--- src/logic/icachePkg.sv ---
package icachePkg;

    // cache geometry
    localparam int numWays      = 4;
    localparam int numSets      = 64;
    localparam int wordsPerLine = 4;

    // address fields: [3:0] byte in line, [9:4] set, [31:10] tag
    localparam int indexLo = 4;
    localparam int indexHi = 9;
    localparam int tagLo   = 10;

    typedef logic [31:0] addrT;
    typedef logic [31:tagLo] tagT;
    typedef logic [indexHi-indexLo:0] indexT;
    typedef logic [31:0] instT;
    typedef logic [wordsPerLine*$bits(instT)-1:0] lineT;
    typedef logic [$clog2(numWays)-1:0] wayT;

    // tree pseudo-LRU bits of one set
    typedef logic [2:0] ageT;

endpackage

--- src/logic/missControl.sv ---
`timescale 1ns/1ps

module missControl
    import icachePkg::*;
(
    input  logic  clk,
    input  logic  rst,
    input  logic  flush,
    input  logic  fetchValid,
    input  addrT  fetchAddr,
    input  logic  hit,
    input  wayT   hitWay,
    input  lineT  hitLine,
    input  wayT   victimWay,
    input  logic  memRespValid,
    input  lineT  memRespLine,
    output logic  stall,
    output logic  memReqValid,
    output addrT  memReqAddr,
    output indexT lookupIndex,
    output tagT   lookupTag,
    output logic  fillEn,
    output wayT   fillWay,
    output tagT   fillTag,
    output lineT  fillLine,
    output logic  touch,
    output indexT touchSet,
    output wayT   touchWay,
    output logic  inst0Valid,
    output addrT  inst0Pc,
    output instT  inst0,
    output logic  inst1Valid,
    output addrT  inst1Pc,
    output instT  inst1
);

    // lookup and request both mean an accepted fetch is in flight;
    // request is the forced miss of a fetch taken together with a flush
    typedef enum logic [2:0] {idle, lookup, request, waitFill, fillDone} stateT;

    stateT state, nextState, runNext;
    addrT  heldAddr;
    logic  accept;
    logic  lookupMiss;
    logic  deliver;
    lineT  outLine;
    instT  lineWords [wordsPerLine];

    assign lookupMiss = (state == lookup) && !hit;
    assign stall      = lookupMiss || (state == request) || (state == waitFill);
    assign accept     = fetchValid && !stall;

    assign runNext = accept ? (flush ? request : lookup) : idle;

    always_comb begin
        nextState = state;
        case (state)
            idle, fillDone: nextState = runNext;
            lookup:         nextState = hit ? runNext : waitFill;
            request:        nextState = waitFill;
            waitFill: begin
                if (memRespValid) begin
                    nextState = fillDone;
                end
            end
            default:        nextState = idle;
        endcase
    end

    always_ff @(posedge clk) begin
        if (rst) begin
            state <= idle;
        end else begin
            state <= nextState;
        end
    end

    always_ff @(posedge clk) begin
        if (accept) begin
            heldAddr <= fetchAddr;
        end
    end

    // the RAMs follow the fetch stream, and stay on the held set while stalled
    assign lookupIndex = stall ? heldAddr[indexHi:indexLo] : fetchAddr[indexHi:indexLo];
    assign lookupTag   = heldAddr[31:tagLo];

    assign memReqValid = lookupMiss || (state == request);
    assign memReqAddr  = {heldAddr[31:indexLo], {indexLo{1'b0}}};

    assign fillEn   = (state == waitFill) && memRespValid;
    assign fillWay  = victimWay;
    assign fillTag  = heldAddr[31:tagLo];
    assign fillLine = memRespLine;

    assign deliver  = ((state == lookup) && hit) || fillEn;
    assign touch    = deliver;
    assign touchSet = heldAddr[indexHi:indexLo];
    assign touchWay = fillEn ? victimWay : hitWay;

    // pair comes straight from memory in the response cycle
    assign outLine = fillEn ? memRespLine : hitLine;

    always_comb begin
        for (int i = 0; i < wordsPerLine; i++) begin
            lineWords[i] = outLine[i*$bits(instT) +: $bits(instT)];
        end
    end

    assign inst0Valid = deliver && !heldAddr[2];
    assign inst1Valid = deliver;
    assign inst0Pc    = {heldAddr[31:3], 3'b000};
    assign inst1Pc    = {heldAddr[31:3], 3'b100};
    assign inst0      = lineWords[{heldAddr[3], 1'b0}];
    assign inst1      = lineWords[{heldAddr[3], 1'b1}];

    assert property (@(posedge clk) disable iff (rst) memRespValid |-> state == waitFill)
        else $error("memory response without outstanding request");

endmodule

--- config.mk ---
export PLATFORM = sky130hd
export DESIGN_NAME = missControl
export DESIGN_NICKNAME = d
export VERILOG_FILES = /design/src/logic/icachePkg.sv /design/src/logic/missControl.sv
export SDC_FILE = /design/constraint.sdc
export NUM_CORES = 1
export LEC_CHECK = 0
export BUFFER_PORTS_ARGS = -buffer_cell sky130_fd_sc_hd__buf_2
export CAP_MARGIN = 10
export CORE_AREA = 5 5 247 249
export DETAILED_ROUTE_END_ITERATION = 10
export DIE_AREA = 0 0 252 254
export SETUP_SLACK_MARGIN = 0.15
export SYNTH_ARGS = -nofsm -noshare
export SYNTH_HDL_FRONTEND = slang
export SYNTH_SLANG_ARGS = --single-unit
--- constraint.sdc ---
create_clock -name clk -period 2.07 [get_ports clk]
set_input_delay 0.1035 -clock clk [delete_from_list [all_inputs] [get_ports clk]]
set_output_delay 0.1035 -clock clk [all_outputs]
set_load 0.005 [all_outputs]
==> reports/metrics.csv <==
metric;value;unit
largest net degree at the start of global routing;35;
Most Crowded Layer GR;met2;
period utilization;97.6;%
placed cell area;7040;um2
Post-synth EDFFs;30;
max-cap violations;0;
LEAKAGE;3.76;nW
Clock transition at path regs;0.06;ns
Crit. Startpoint;state[2];
cell area after synthesis;4860;um2
Die ar.;64000;um2
Wirelength per Cell;19.5;um
# IOs;652;
Worst Slack Setup Final;0.0492;ns
Area Growth Syn to Fin;59.4;%
Port Buffers;639;
first-pass GRT wire length;39.3;mm
CP max stage cell;mux4_2;
grt ovf;0;
Setup Skew;0.0109;ns
pre-CTS setup slack;0.164;ns
Filler Cell Count;6696;
CP Capture Type;output port;
Final Setup Violations;0;
worst path arrival time;1.92;ns
r2r endpoint;heldAddr[14];
utilization after layout;13.3;%
Final Hold Vio Count;0;
status;completed;
hpwl dp;28.1;mm
Clock Power Share;22.9;%
worst reg2reg path depth;5;
post-synth top area share;43.2;%
M2 GR Usage;15.0;%
syn avg cell area;11.4;um2
vias in the first global route;5167;
FF+latch count, synth;33;
cell area after layout;7750;um2
crit path max fanout;8;
initial antenna violation count;28;
RSZ-0062 raised after global routing;true;
core footprint;58500;um2
async set or reset register ratio after synthesis;0;%
GRT met1 Usage;9.83;%
Mapped Cells;425;
HP Class;primary input to flip-flop;
share of cells above drive strength 1;89.4;%
vias;4945;
Hold WS;0.0154;ns
CTS Buf Count;5;
latest clock arrival within the worst-skew pair;0.29;ns
Sw Share;33.6;%
CP max stage delay;0.54;ns
FMAX;495;MHz
row count;89;
height of the die;254;um
synth top area cells;buf_4, mux4_2, edfxtp_1;
most frequent cell after synthesis;buf_4;
width of the chip;252;um
H-tree depth;2;
VDD IR-drop max;256;uV
CP startpoint kind;flip-flop;
vias per inst;3.05;
post-route ant nets;0;
sequential-to-total area share from yosys stat;19.8;%
drt pass-1 iters;4;
ys flop type;edfxtp_1;
Int Power;2.19;mW
Multi-input gate area;1720;um2
Starting Density;8.32;%
GPL Wtd Cong;0.847;
fin. max-slew vios;0;
CP cell instances;nand4b_4, buf_12, clkinv_16, buf_16, mux4_2, buf_6;
DRT Wirelength;31.6;mm
capture point of the worst path;inst0[6];
Tmin final;2.02;ns
unique cell type count in the Yosys netlist;28;
CTS Root Cell;clkbuf_16;
nets@finish;1140;
Required @ worst endpoint;1.97;ns
FF-to-FF Start;state[0];
met3 usage;3.37;%
critical path type;flip-flop to output port;
Yosys top cell by area;buf_4;
GRT Overall Usage;8.79;%
initial DRC count;237;
Gate power share;50.0;%
CTS tree;built;
power per cell area;425;nW/um2
clk sink count;33;
R2R Setup Slk;0.50;ns
FF+latch area;965;um2
Post-synth top cells;buf_4, mux4_2, edfxtp_1;
DRC;0;
switching power;1.11;mW
synth warn;0;
Power, Total;3.29;mW
clock tree buffer depth;2;
Sequential Power Share;27.1;%
sequential cells by signal (all words and copies together), names as in the netlist:
name	count
heldAddr	30
state	3
stage by stage:
step / cells / setup TNS, ns
global placement: 1575 / 0
global route: 1620 / -0.0186
detailed placement: 1575 / 0
CTS: 1615 / -0.00360
floorplan: 433 / 0
finish: 1622 / 0
power groups by stage:
stage                     Clock, mW  Sequential, mW  Combinational, mW
after floorplan                   0           0.883               1.02
after global placement            0           0.901               1.51
after detailed placement          0           0.905               1.52
after CTS                     0.821           0.892               1.61
after global routing          0.835           0.904               1.76
final                         0.754           0.891               1.65
worst min path at each step:
stage / start / end / slack [ns] / cells past startpoint
finish: flush / state[0] / 0.02 / 2
global route: fetchAddr[9] / heldAddr[9] / 0.01 / 1
CTS: flush / state[0] / 0.001 / 2
detailed placement: fetchAddr[30] / heldAddr[30] / 0.28 / 1
global placement: fetchAddr[29] / heldAddr[29] / 0.28 / 1
floorplan: rst / state[2] / 0.18 / 1
layout by cell type (no fill, tap or decap), types with 2 or more instances in the layout:
cell	instances
diode_2	6
buf_6	23
buf_8	2
nor2_1	2
buf_16	2
clkinv_2	2
buf_4	12
inv_1	3
mux2_2	6
mux4_2	64
clkbuf_16	5
o21ai_0	2
buf_2	624
nand2_1	7
buf_12	3
dfxtp_2	3
conb_1	10
edfxtp_1	30
dlygate4sd3_1	27
kinds of logic (layout without fill, tap and decap cells):
kind of cell	count (synthesis)	after routing	synth area share, %
buf+inv	296	706	45.8
flops	33	33	19.8
other cells	2	16	0.154
compound gates	7	7	1.08
mux	71	71	31.2
simple gates	16	16	2.01
what timing repair did:
action	4_1_cts	5_1_grt
hold buffers	27	0
resized for setup	22	21
gates cloned	2	0
setup buffers	3	1
setup endpoints to repair	67	67
pin swaps	1	1
endpoints found under the hold margin	27	0
area by class of cell:
cell class	count	share of cell area, %
multi-input combinational	104	22.1
antenna	6	0.194
inverter	4	0.533
sequential	33	12.4
clock inverter	3	0.226
timing repair inverter	1	0.258
tap	773	12.5
timing repair buffer	693	50.1
clock buffer	5	1.61
worst max-delay path, delay by kind of cell, from the launching register on:
kind	cells	cell delay, ns
flip-flops	1	0.32
multiplexers	1	0.54
buffers and inverters	4	0.55
AND/OR/NAND/NOR	1	0.17
metal layers:
| layer | vias to the layer above | part of all wire (%) |
|---|---|---|
| li1 | 2059 | - |
| met1 | 2349 | 36 |
| met2 | 464 | 47 |
| met3 | 65 | 12 |
| met4 | 8 | 4.7 |
| met5 | - | 0.18 |
(Power assumes the default switching activity.)
