--- config.mk ---
export PLATFORM = sky130hd
export DESIGN_NAME = plruTree
export DESIGN_NICKNAME = d
export VERILOG_FILES = /design/src/logic/icachePkg.sv /design/src/logic/plruTree.sv
export SDC_FILE = /design/constraint.sdc
export NUM_CORES = 1
export LEC_CHECK = 0
export BUFFER_PORTS_ARGS = -buffer_cell sky130_fd_sc_hd__buf_2
export CORE_UTILIZATION = 40
export CTS_BUF_LIST = sky130_fd_sc_hd__clkbuf_16
export CTS_CLUSTER_SIZE = 30
export DETAILED_ROUTE_END_ITERATION = 8
export SETUP_SLACK_MARGIN = 0.4
export SLEW_MARGIN = 15
export SYNTH_ARGS = -nofsm -noshare
export SYNTH_HDL_FRONTEND = slang
export SYNTH_SLANG_ARGS = --single-unit
--- constraint.sdc ---
create_clock -name clk -period 2.7 [get_ports clk]
set_input_delay 0 -clock clk [delete_from_list [all_inputs] [get_ports clk]]
set_output_delay 0 -clock clk [all_outputs]
set_load 0.01 [all_outputs]
--- src/logic/icachePkg.sv ---
package icachePkg;

    // cache geometry
    localparam int numWays      = 4;
    localparam int numSets      = 64;
    localparam int wordsPerLine = 4;

    // address fields: [3:0] byte in line, [9:4] set, [31:10] tag
    localparam int indexLo = 4;
    localparam int indexHi = 9;
    localparam int tagLo   = 10;

    typedef logic [31:0] addrT;
    typedef logic [31:tagLo] tagT;
    typedef logic [indexHi-indexLo:0] indexT;
    typedef logic [31:0] instT;
    typedef logic [wordsPerLine*$bits(instT)-1:0] lineT;
    typedef logic [$clog2(numWays)-1:0] wayT;

    // tree pseudo-LRU bits of one set
    typedef logic [2:0] ageT;

endpackage

--- src/logic/plruTree.sv ---
`timescale 1ns/1ps

module plruTree
    import icachePkg::*;
(
    input  logic               clk,
    input  logic               rst,
    input  logic               flush,
    input  logic               touch,
    input  indexT              touchSet,
    input  wayT                touchWay,
    input  logic [numWays-1:0] wayValid,
    output wayT                victimWay
);

    ageT ages [numSets];
    ageT curAge;

    assign curAge = ages[touchSet];

    // bit 2 picks the half to replace next, bits 0 and 1 pick within a half
    always_ff @(posedge clk) begin
        if (rst || flush) begin
            for (int s = 0; s < numSets; s++) begin
                ages[s] <= '0;
            end
        end else if (touch) begin
            case (touchWay)
                2'd0: ages[touchSet] <= {1'b1, curAge[1], 1'b1};
                2'd1: ages[touchSet] <= {1'b1, curAge[1], 1'b0};
                2'd2: ages[touchSet] <= {1'b0, 1'b1, curAge[0]};
                default: ages[touchSet] <= {1'b0, 1'b0, curAge[0]};
            endcase
        end
    end

    // an empty way is always taken first
    always_comb begin
        if (!wayValid[0]) begin
            victimWay = 2'd0;
        end else if (!wayValid[1]) begin
            victimWay = 2'd1;
        end else if (!wayValid[2]) begin
            victimWay = 2'd2;
        end else if (!wayValid[3]) begin
            victimWay = 2'd3;
        end else if (!curAge[2]) begin
            victimWay = curAge[0] ? 2'd1 : 2'd0;
        end else begin
            victimWay = curAge[1] ? 2'd3 : 2'd2;
        end
    end

    assert property (@(posedge clk) disable iff (rst) touch |-> !$isunknown(touchWay))
        else $error("touch with unknown way");

endmodule

==> results.json, run 1 <==
{
  "status": "finished with violations",
  "violations": "setup timing",
  "cp.arrival_ps": 3050,
  "syn_area_per_cell_sq_um": 11.5,
  "switching_share": 0.259,
  "clk_latency_ps": 460,
  "max_stage_delay_ps": 480,
  "grt_pass1_wl_um": 38700,
  "crit_top_cell": "mux2_4",
  "fin_nets": 888,
  "cp_num_buf_inv": 1,
  "top_register": "ages",
  "ys_top_cells_by_count": "nor2_1, edfxtp_1, nand2_1, clkbuf_1, mux2_2",
  "fp-row-count": 54,
  "relSlewSlack": 0.598,
  "slew_viol_final": 0,
  "wirelength_um": 25900,
  "ir_drop_mv": 0.467,
  "cts_num_sinks": 192,
  "setup_ws_ps": -148,
  "wl_per_cell_um": 22.2,
  "die_width_um": 153,
  "drv_cap": 0,
  "drive_above_1_share": 0.312,
  "track_usage": 0.226,
  "crit_slowest_cell": "mux4_2",
  "clock_skew_ps": 8.16,
  "fin_area_sq_mm": 0.0115,
  "clk_pin_slew_ps": 70,
  "vias": 6714,
  "cts_tree": "yes",
  "dr.pass1.iters": 5,
  "n_fill_cell": 1874,
  "grt_max_degree": 35,
  "ys_warn_count": 0,
  "cp.required_ps": 2900,
  "drc": 0,
  "cts_buffers": 17,
  "p_per_area_mw_per_mm2": 597,
  "gp_congestion": 0.823,
  "synthFlopType": "edfxtp_1",
  "crit_family": "multiplexers",
  "netlist_area_sq_mm": 0.00913,
  "areaGrowthSynthToFinish_pct": 26.1,
  "placed_cells": 1112,
  "synth-async-reset-ratio": 0,
  "power_switching_uw": 1780,
  "start_util": 0.413,
  "p_total_uw": 6880,
  "diodes": 0,
  "worstSetupStartpointType": "flip-flop",
  "finalCriticalPeriod_ps": 2850,
  "cts_max_level": 4,
  "hpwl_um": 16600,
  "postRouteAntennaNets": 0,
  "synth_most_common_cell": "nor2_1",
  "rsz0062_at_grt": "yes",
  "die-area_sq_mm": 0.0234,
  "crit_type": "flip-flop to flip-flop",
  "ys_ff_latch": 192,
  "seqPwrFrac": 0.500,
  "grt.overflow.total": 0,
  "dpl_cell_area_sq_mm": 0.00996,
  "port_buffers": 17,
  "synth_edf_count": 192,
  "ios": 18,
  "synth.top_cell.area_share": 0.631,
  "ys_types": 45,
  "first_global_vias": 6489,
  "largest_reg_flops": 192,
  "drt-initial-drc-count": 807,
  "seq_area_frac_synth": 0.631,
  "synth_cells": 793,
  "worstPathMaxFanout": 25,
  "p_leak_uw": 0.00433,
  "synth_area_leader_cell": "edfxtp_1",
  "vias_per_cell": 5.76,
  "hold_viol": 0,
  "seq_area_sq_mm": 0.00577,
  "cts_root_buf": "clkbuf_16",
  "setup_viol": 65,
  "p_comb_frac": 0.136,
  "antenna_found_initial": 0,
  "syn-num-nets": 809,
  "post-place-ws_ps": -245,
  "core_sq_mm": 0.0221,
  "worst_pin_slew_ps": 603,
  "clkPwrFrac": 0.364,
  "die_y_um": 153,
  "synth.top_cells.by_area": "edfxtp_1, nor2_1, nand2_1",
  "layout.cells.non_filler": 1165,
  "multi_input_area_sq_mm": 0.00361,
  "cts.path.max_buffers": 2,
  "worstPathCellList": "mux4_2 > mux2_4 > nand2_2 > o2111ai_2 > or4_4 > mux2_4 > nor2_8 > buf_12 > nor2_1",
  "fin_hold_ws_ps": 192,
  "fmax_ghz": 0.351,
  "post-route-period-util": 1.05,
  "min_path_type": "input port to flip-flop",
  "reg_top3": "ages x192",
  "internal_power_uw": 5090,
  "end_kind": "flip-flop"
}
==> logic make-up after synthesis <==
family	after synthesis	synth area share
AO/OA/AOI/OAI	73	0.0561
buffers and inverters	64	0.0370
flip-flops	192	0.631
multiplexers	61	0.0965
AND/OR/NAND/NOR	403	0.179
==> worst register-to-register path, stage by stage, from the launching register on <==
cell and delay, ps:
edfxtp_1 380, mux4_2 480, mux2_4 310, nand2_2 80
o2111ai_2 110, or4_4 450, mux2_4 310, nor2_8 180
buf_12 220, nor2_1 70
==> what timing repair did <==
item | CTS | global route
setup endpoints to repair | 130 | 130
buffers inserted | 9 | 1
pin swaps | 12 | 8
hold buffers | 2 | 0
resized for setup | 69 | 102
hold endpoints to repair | 21 | 0
cloned | 7 | 2
==> stage by stage <==
step                      TNS (ps)   util
after detailed placement    -23220  0.451
after global routing        -13400  0.521
after global placement      -17280  0.451
after floorplan                  0      -
after CTS                    -4320  0.501
final                        -8010  0.521
==> power groups by stage <==
stage / Sequential, uW / Combinational (uW) / Clock [uW]
finish: 3440 / 934 / 2500
detailed placement: 3510 / 616 / 0
floorplan: 3480 / 376 / 0
global placement: 3500 / 611 / 0
global route: 3450 / 976 / 2610
CTS: 3440 / 847 / 2510
==> placed cells by master, fill, tap and decap left out, types with 6 or more instances in the layout <==
master     synthesis  routed
inv_1              6       6
buf_4              1      73
mux2_2            22      18
nor2_2             0      16
a221oi_1          15      12
buf_12             0      11
nor3_1             9       9
nand2_1          149     148
nor2_4             0      58
buf_2             21      17
a22oi_1            8       7
mux4_2            18      18
and3_1             6       6
nor2_1           209     135
a21oi_1            9       9
edfxtp_1         192     192
clkbuf_16          0      18
buf_16             0       8
mux2i_1           19      18
nand3_1            9       9
==> area by class of cell <==
class                   count  area share
flip-flops and latches    192       0.501
multi-input cells         537       0.314
repair buffers            117       0.103
clock buffers              17      0.0370
well taps                 280      0.0304
clock inverters            15      0.0130
inverters                   7     0.00228
==> per-layer routing <==
layer | routed length [um] | vias up | GRT usage
met2 | 12400 | 314 | 0.358
met5 | 0 | - | 0
met3 | 1880 | 84 | 0.0371
li1 | - | 3019 | -
met1 | 10600 | 3297 | 0.301
met4 | 1050 | 0 | 0.113
==> worst paths after layout <==
path / from / to / slack (ps) / cells past startpoint
min reg2reg: ages[35][0]$_SDFFCE_PN0P_ / ages[22][0]$_SDFFCE_PN0P_ / 1280 / 7
max: ages[52][0]$_SDFFCE_PN0P_ / ages[42][0]$_SDFFCE_PN0P_ / -150 / 9
min: touchWay[1] / ages[18][2]$_SDFFCE_PN0P_ / 190 / 3
max reg2reg: ages[52][0]$_SDFFCE_PN0P_ / ages[42][0]$_SDFFCE_PN0P_ / -150 / 9
(Power assumes the default switching activity.)
==> run 2: changes to the inputs <==
Settings changed: CORE_ASPECT_RATIO set to 1.5, MAX_ROUTING_LAYER set to met4.
==> run 2 against run 1 <==
The flow finishes with violations (DRC, setup timing). Maximum frequency up 3.0%. First-iteration DRC count is 14% lower. Setup slack gained 83 ps. Clock power increased by 10%. Sequential cell count stayed put. Clock-buffer cell count did not move. Total power rose by 3.2%. Global-route usage increased by 0.64 points. Via count shrank 1.9%. Core utilization fell by 1.0 points. Critical path type unchanged. Critical endpoint is now ages[15][0]$_SDFFCE_PN0P_.
==> results.json, run 2 (synthesis gave the netlist of run 1 again) <==
{
  "drt-initial-drc-count": 693,
  "setup_viol": 59,
  "layout_common_cells": "edfxtp_1, nor2_1, nand2_1",
  "vias": 6586,
  "final_common_cell": "edfxtp_1",
  "cts_tree": "yes",
  "fin_nets": 886,
  "die_width_um": 125,
  "ios": 18,
  "p_per_area_mw_per_mm2": 621,
  "p_total_uw": 7100,
  "postRouteAntennaNets": 0,
  "clock_skew_ps": 10.8,
  "crit_slowest_cell": "or4_4",
  "start_util": 0.408,
  "fin_hold_ws_ps": 227,
  "post-place-ws_ps": -149,
  "hpwl_um": 17100,
  "max_stage_delay_ps": 490,
  "wl_per_cell_um": 22.0,
  "slew_viol_final": 0,
  "top_register": "ages",
  "rsz0062_at_grt": "yes",
  "rr_endpoint": "ages[15][0]$_SDFFCE_PN0P_",
  "relSlewSlack": 0.506,
  "holdPathStages": 3,
  "seqPwrFrac": 0.485,
  "worstReg2RegStart": "ages[45][0]$_SDFFCE_PN0P_",
  "cts_max_level": 4,
  "vias_per_cell": 5.68,
  "internal_power_uw": 5360,
  "drc": 8,
  "cp.arrival_ps": 2950,
  "holdPathEnd": "ages[46][2]$_SDFFCE_PN0P_",
  "die_y_um": 187,
  "power_switching_uw": 1740,
  "areaGrowthSynthToFinish_pct": 25.2,
  "track_usage": 0.232,
  "post-route-period-util": 1.02,
  "grt.overflow.total": 0,
  "cp.required_ps": 2890,
  "end_kind": "flip-flop",
  "worst_pin_slew_ps": 741,
  "drive_above_1_share": 0.299,
  "die-area_sq_mm": 0.0234,
  "worstHoldStart": "touchWay[1]",
  "reg_top3": "ages x192",
  "wirelength_um": 25500,
  "worstPathCellList": "mux2_2 > a32o_1 > a211oi_1 > o2bb2ai_1 > or4_4 > mux2_4 > nor2_8 > buf_12 > nor2_1",
  "drv_cap": 0,
  "violations": "DRC, setup timing",
  "port_buffers": 17,
  "ir_drop_mv": 0.460,
  "worstPathMaxFanout": 24,
  "setup_ws_ps": -65.4,
  "r2r_setup_slack_ps": -70,
  "switching_share": 0.245,
  "first_global_vias": 6635,
  "reg2reg_depth": 9,
  "p_comb_frac": 0.126,
  "antenna_found_initial": 0,
  "grt_pass1_wl_um": 38800,
  "grt_max_degree": 58,
  "final_util": 0.511,
  "min_path_type": "input port to flip-flop",
  "cts_num_sinks": 192,
  "cts_root_buf": "clkbuf_16",
  "cts.path.max_buffers": 2,
  "clk_latency_ps": 440,
  "hold_viol": 0,
  "status": "finished with violations",
  "dr.pass1.iters": 9,
  "fmax_ghz": 0.362,
  "core_sq_mm": 0.0224,
  "gp_congestion": 0.872,
  "finalCriticalPeriod_ps": 2770,
  "largest_reg_flops": 192,
  "worstSetupStartpointType": "flip-flop",
  "clk_pin_slew_ps": 70,
  "crit_type": "flip-flop to flip-flop",
  "clkPwrFrac": 0.389,
  "cts_buffers": 17,
  "p_leak_uw": 0.00435,
  "fp-row-count": 67
}
[run 2: cell type report]
class                      count  area, sq um
multi-input combinational    537         3500
inverter                       7         26.3
sequential                   192         5770
antenna                        1         2.50
tap                          276          345
clock buffer                  17          425
fill                        1897        10900
timing repair buffer         115         1150
clock inverter                15          215
[run 2: what timing repair did]
| item | 4_1_cts | 5_1_grt |
|---|---|---|
| pin swaps | 12 | 9 |
| hold endpoints to repair | 10 | 0 |
| hold buffers | 3 | 0 |
| endpoints found under the setup margin | 130 | 139 |
| gates resized for setup | 60 | 87 |
| setup buffers | 8 | 1 |
| gates cloned | 7 | 0 |
[run 2: how the worst max path moves through the flow]
| stage | end | from | cells after the start | slack, ps |
|---|---|---|---|---|
| 2_1_floorplan | ages[47][0]$_SDFFCE_PN0P_ | ages[51][0]$_SDFFCE_PN0P_ | 9 | 190 |
| 3_3_place_gp | ages[48][0]$_SDFFCE_PN0P_ | touchSet[2] | 11 | -140 |
| 3_5_place_dp | ages[51][0]$_SDFFCE_PN0P_ | touchSet[2] | 11 | -150 |
| 4_1_cts | ages[51][0]$_SDFFCE_PN0P_ | ages[50][0]$_SDFFCE_PN0P_ | 9 | -50 |
| 5_1_grt | ages[54][0]$_SDFFCE_PN0P_ | ages[45][0]$_SDFFCE_PN0P_ | 9 | -150 |
| 6_report | ages[15][0]$_SDFFCE_PN0P_ | ages[45][0]$_SDFFCE_PN0P_ | 9 | -70 |
[run 2: stage by stage]
step	setup TNS [ps]	cell area [sq um]	instances
after CTS	-1320	11100	1158
after global placement	-8920	9970	1108
after global routing	-7410	11400	1159
after floorplan	0	9150	793
final	-1690	11400	1160
after detailed placement	-10640	9970	1108
[run 2: power by group through the flow]
stage	combinational, uW	sequential (uW)	clock [uW]
after floorplan	376	3480	0
after global placement	611	3510	0
after detailed placement	616	3510	0
after CTS	820	3440	2780
after global routing	935	3450	2890
final	892	3440	2760
[run 2: routing by layer]
| metal | global-route usage | vias up | wire, um |
|---|---|---|---|
| li1 | - | 3003 | - |
| met1 | 0.266 | 3259 | 9510 |
| met2 | 0.397 | 257 | 13400 |
| met3 | 0.0338 | 67 | 1440 |
| met4 | 0.114 | 0 | 1140 |
| met5 | - | - | 0 |
[run 2: critical path: cells and delay by family, from the launching register on]
| kind | cells | cell delay, ps |
|---|---|---|
| flops | 1 | 360 |
| mux | 2 | 580 |
| compound gates | 3 | 630 |
| simple gates | 3 | 720 |
| buf+inv | 1 | 200 |
==> run 3: changes to the inputs <==
Settings changed: BUFFER_PORTS_ARGS -buffer_cell sky130_fd_sc_hd__buf_2 to -buffer_cell sky130_fd_sc_hd__buf_4, CTS_CLUSTER_DIAMETER set to 30.
==> run 3 against run 2 <==
The run ends with setup timing left. Critical path depth rose by 1. Design area up 1.8%. Setup slack worse by 72 ps. Sequential cell count did not move. Global-route usage barely moved. Critical path type unchanged.
==> results.json, run 3 (synthesis gave the netlist of run 1 again) <==
{
  "status": "finished with violations",
  "violations": "setup timing",
  "first_global_vias": 6617,
  "vias_per_cell": 5.75,
  "layout.cells.non_filler": 1158,
  "p_per_area_mw_per_mm2": 593,
  "areaGrowthSynthToFinish_pct": 27.5,
  "port_buffers": 17,
  "rsz0062_at_grt": "yes",
  "crit_top_cell": "mux2_4",
  "drv_cap": 0,
  "ir_drop_mv": 0.449,
  "cts_buffers": 17,
  "placed_cells": 1095,
  "die_y_um": 187,
  "worstPathCellList": "mux4_2 > mux2_4 > nand2_2 > o2111ai_2 > or4_4 > mux2_4 > nor2_8 > buf_6 > buf_16 > nor2_1",
  "die-area_sq_mm": 0.0234,
  "postRouteAntennaNets": 0,
  "drive_above_1_share": 0.320,
  "crit_family": "multiplexers",
  "drc": 0,
  "fmax_ghz": 0.352,
  "reg_top3": "ages x192",
  "antenna_found_initial": 0,
  "p_leak_uw": 0.00435,
  "final_util": 0.520,
  "clk_latency_ps": 440,
  "top_register": "ages",
  "worstPathMaxFanout": 6,
  "setup_ws_ps": -137,
  "track_usage": 0.232,
  "hpwl_um": 16500,
  "fp-row-count": 67,
  "drt-initial-drc-count": 606,
  "hold_viol": 0,
  "diodes": 0,
  "grt.overflow.total": 0,
  "cts_root_buf": "clkbuf_16",
  "layout_common_cells": "edfxtp_1, nand2_1, nor2_1",
  "start_util": 0.408,
  "die_width_um": 125,
  "max_stage_delay_ps": 510,
  "post-route-period-util": 1.05,
  "cp_num_buf_inv": 2,
  "fin_nets": 886,
  "cp.arrival_ps": 3020,
  "cts.path.max_buffers": 2,
  "worst_pin_slew_ps": 803,
  "clock_skew_ps": 16.2,
  "n_fill_cell": 1884,
  "cts_tree": "yes",
  "vias": 6659,
  "wl_per_cell_um": 22.4,
  "end_kind": "flip-flop",
  "min_path_type": "input port to flip-flop",
  "crit_type": "flip-flop to flip-flop",
  "cp.required_ps": 2890,
  "gp_congestion": 0.852,
  "ios": 18,
  "cts_num_sinks": 192,
  "core_sq_mm": 0.0224,
  "final_common_cell": "edfxtp_1",
  "grt_pass1_wl_um": 38500,
  "setup_viol": 65,
  "wirelength_um": 26000,
  "relSlewSlack": 0.465,
  "crit_slowest_cell": "mux4_2",
  "cts_max_level": 4,
  "worstSetupStartpointType": "flip-flop",
  "finalCriticalPeriod_ps": 2840,
  "slew_viol_final": 0,
  "grt_max_degree": 64,
  "dr.pass1.iters": 7,
  "largest_reg_flops": 192,
  "clk_pin_slew_ps": 70
}
## run 3: cell count changes in the layout (fill, tap and decap cells not counted), sizes merged
cell | previous run | this run
buf | 112 | 111
bufinv | 4 | 3
clkbuf | 17 | 18
clkinv | 3 | 5
clkinvlp | 0 | 5
diode | 1 | 0
inv | 15 | 8
## run 3: stage by stage
step | instance area [sq um] | hold WS (ps) | setup WS (ps) | total power, uW | TNS (ps)
4_1_cts | 11100 | 194 | -116 | 6800 | -5180
2_1_floorplan | 9150 | 102 | 188 | 3860 | 0
5_1_grt | 11600 | 238 | -166 | 7060 | -13380
3_5_place_dp | 9930 | 286 | -79.0 | 4120 | -3520
6_report | 11600 | 243 | -137 | 6900 | -7880
3_3_place_gp | 9930 | 277 | -53.1 | 4120 | -2530
## run 3: per-layer routing
| metal | track usage | share of wire | up-vias |
|---|---|---|---|
| met3 | 0.0289 | 0.053 | 77 |
| li1 | - | - | 2998 |
| met2 | 0.393 | 0.52 | 286 |
| met5 | - | 0 | - |
| met1 | 0.263 | 0.37 | 3298 |
| met4 | 0.137 | 0.055 | 0 |
## run 3: report_power, final
part	internal (uW)	total (uW)	switching [uW]	leakage, uW
clock	1430	2510	1080	0.000272
combinational	423	947	524	0.00195
sequential	3400	3440	41.0	0.00213
## run 3: final timing paths
| path | startpoint | endpoint | slack (ps) | cells after the start |
|---|---|---|---|---|
| max | ages[51][0]$_SDFFCE_PN0P_ | ages[23][0]$_SDFFCE_PN0P_ | -140 | 10 |
| min | touchSet[1] | ages[21][0]$_SDFFCE_PN0P_ | 240 | 4 |
| max reg2reg | ages[51][0]$_SDFFCE_PN0P_ | ages[23][0]$_SDFFCE_PN0P_ | -140 | 10 |
| min reg2reg | ages[9][0]$_SDFFCE_PN0P_ | ages[34][0]$_SDFFCE_PN0P_ | 1430 | 9 |
## run 3: final cells by class
| class | count | area [sq um] | area share |
|---|---|---|---|
| Sequential cell | 192 | 5770 | 0.495 |
| Inverter | 7 | 26.3 | 0.00226 |
| Tap cell | 276 | 345 | 0.0297 |
| Clock buffer | 17 | 425 | 0.0366 |
| Multi-Input combinational cell | 537 | 3580 | 0.307 |
| Timing Repair Buffer | 115 | 1350 | 0.116 |
| Clock inverter | 14 | 151 | 0.0130 |
## run 3: tightest hold or removal path, cell delays in order
cell and delay (ps):
buf_4 160, nor2b_1 120, nand3_1 180, nor2_2 60
## run 3: timing repair
action | 4_1_cts | 5_1_grt
endpoints found under the hold margin | 13 | 0
setup buffers | 14 | 3
hold buffers | 3 | 0
pin swaps | 7 | 9
gates cloned | 10 | 2
endpoints found under the setup margin | 130 | 130
resized for setup | 61 | 125
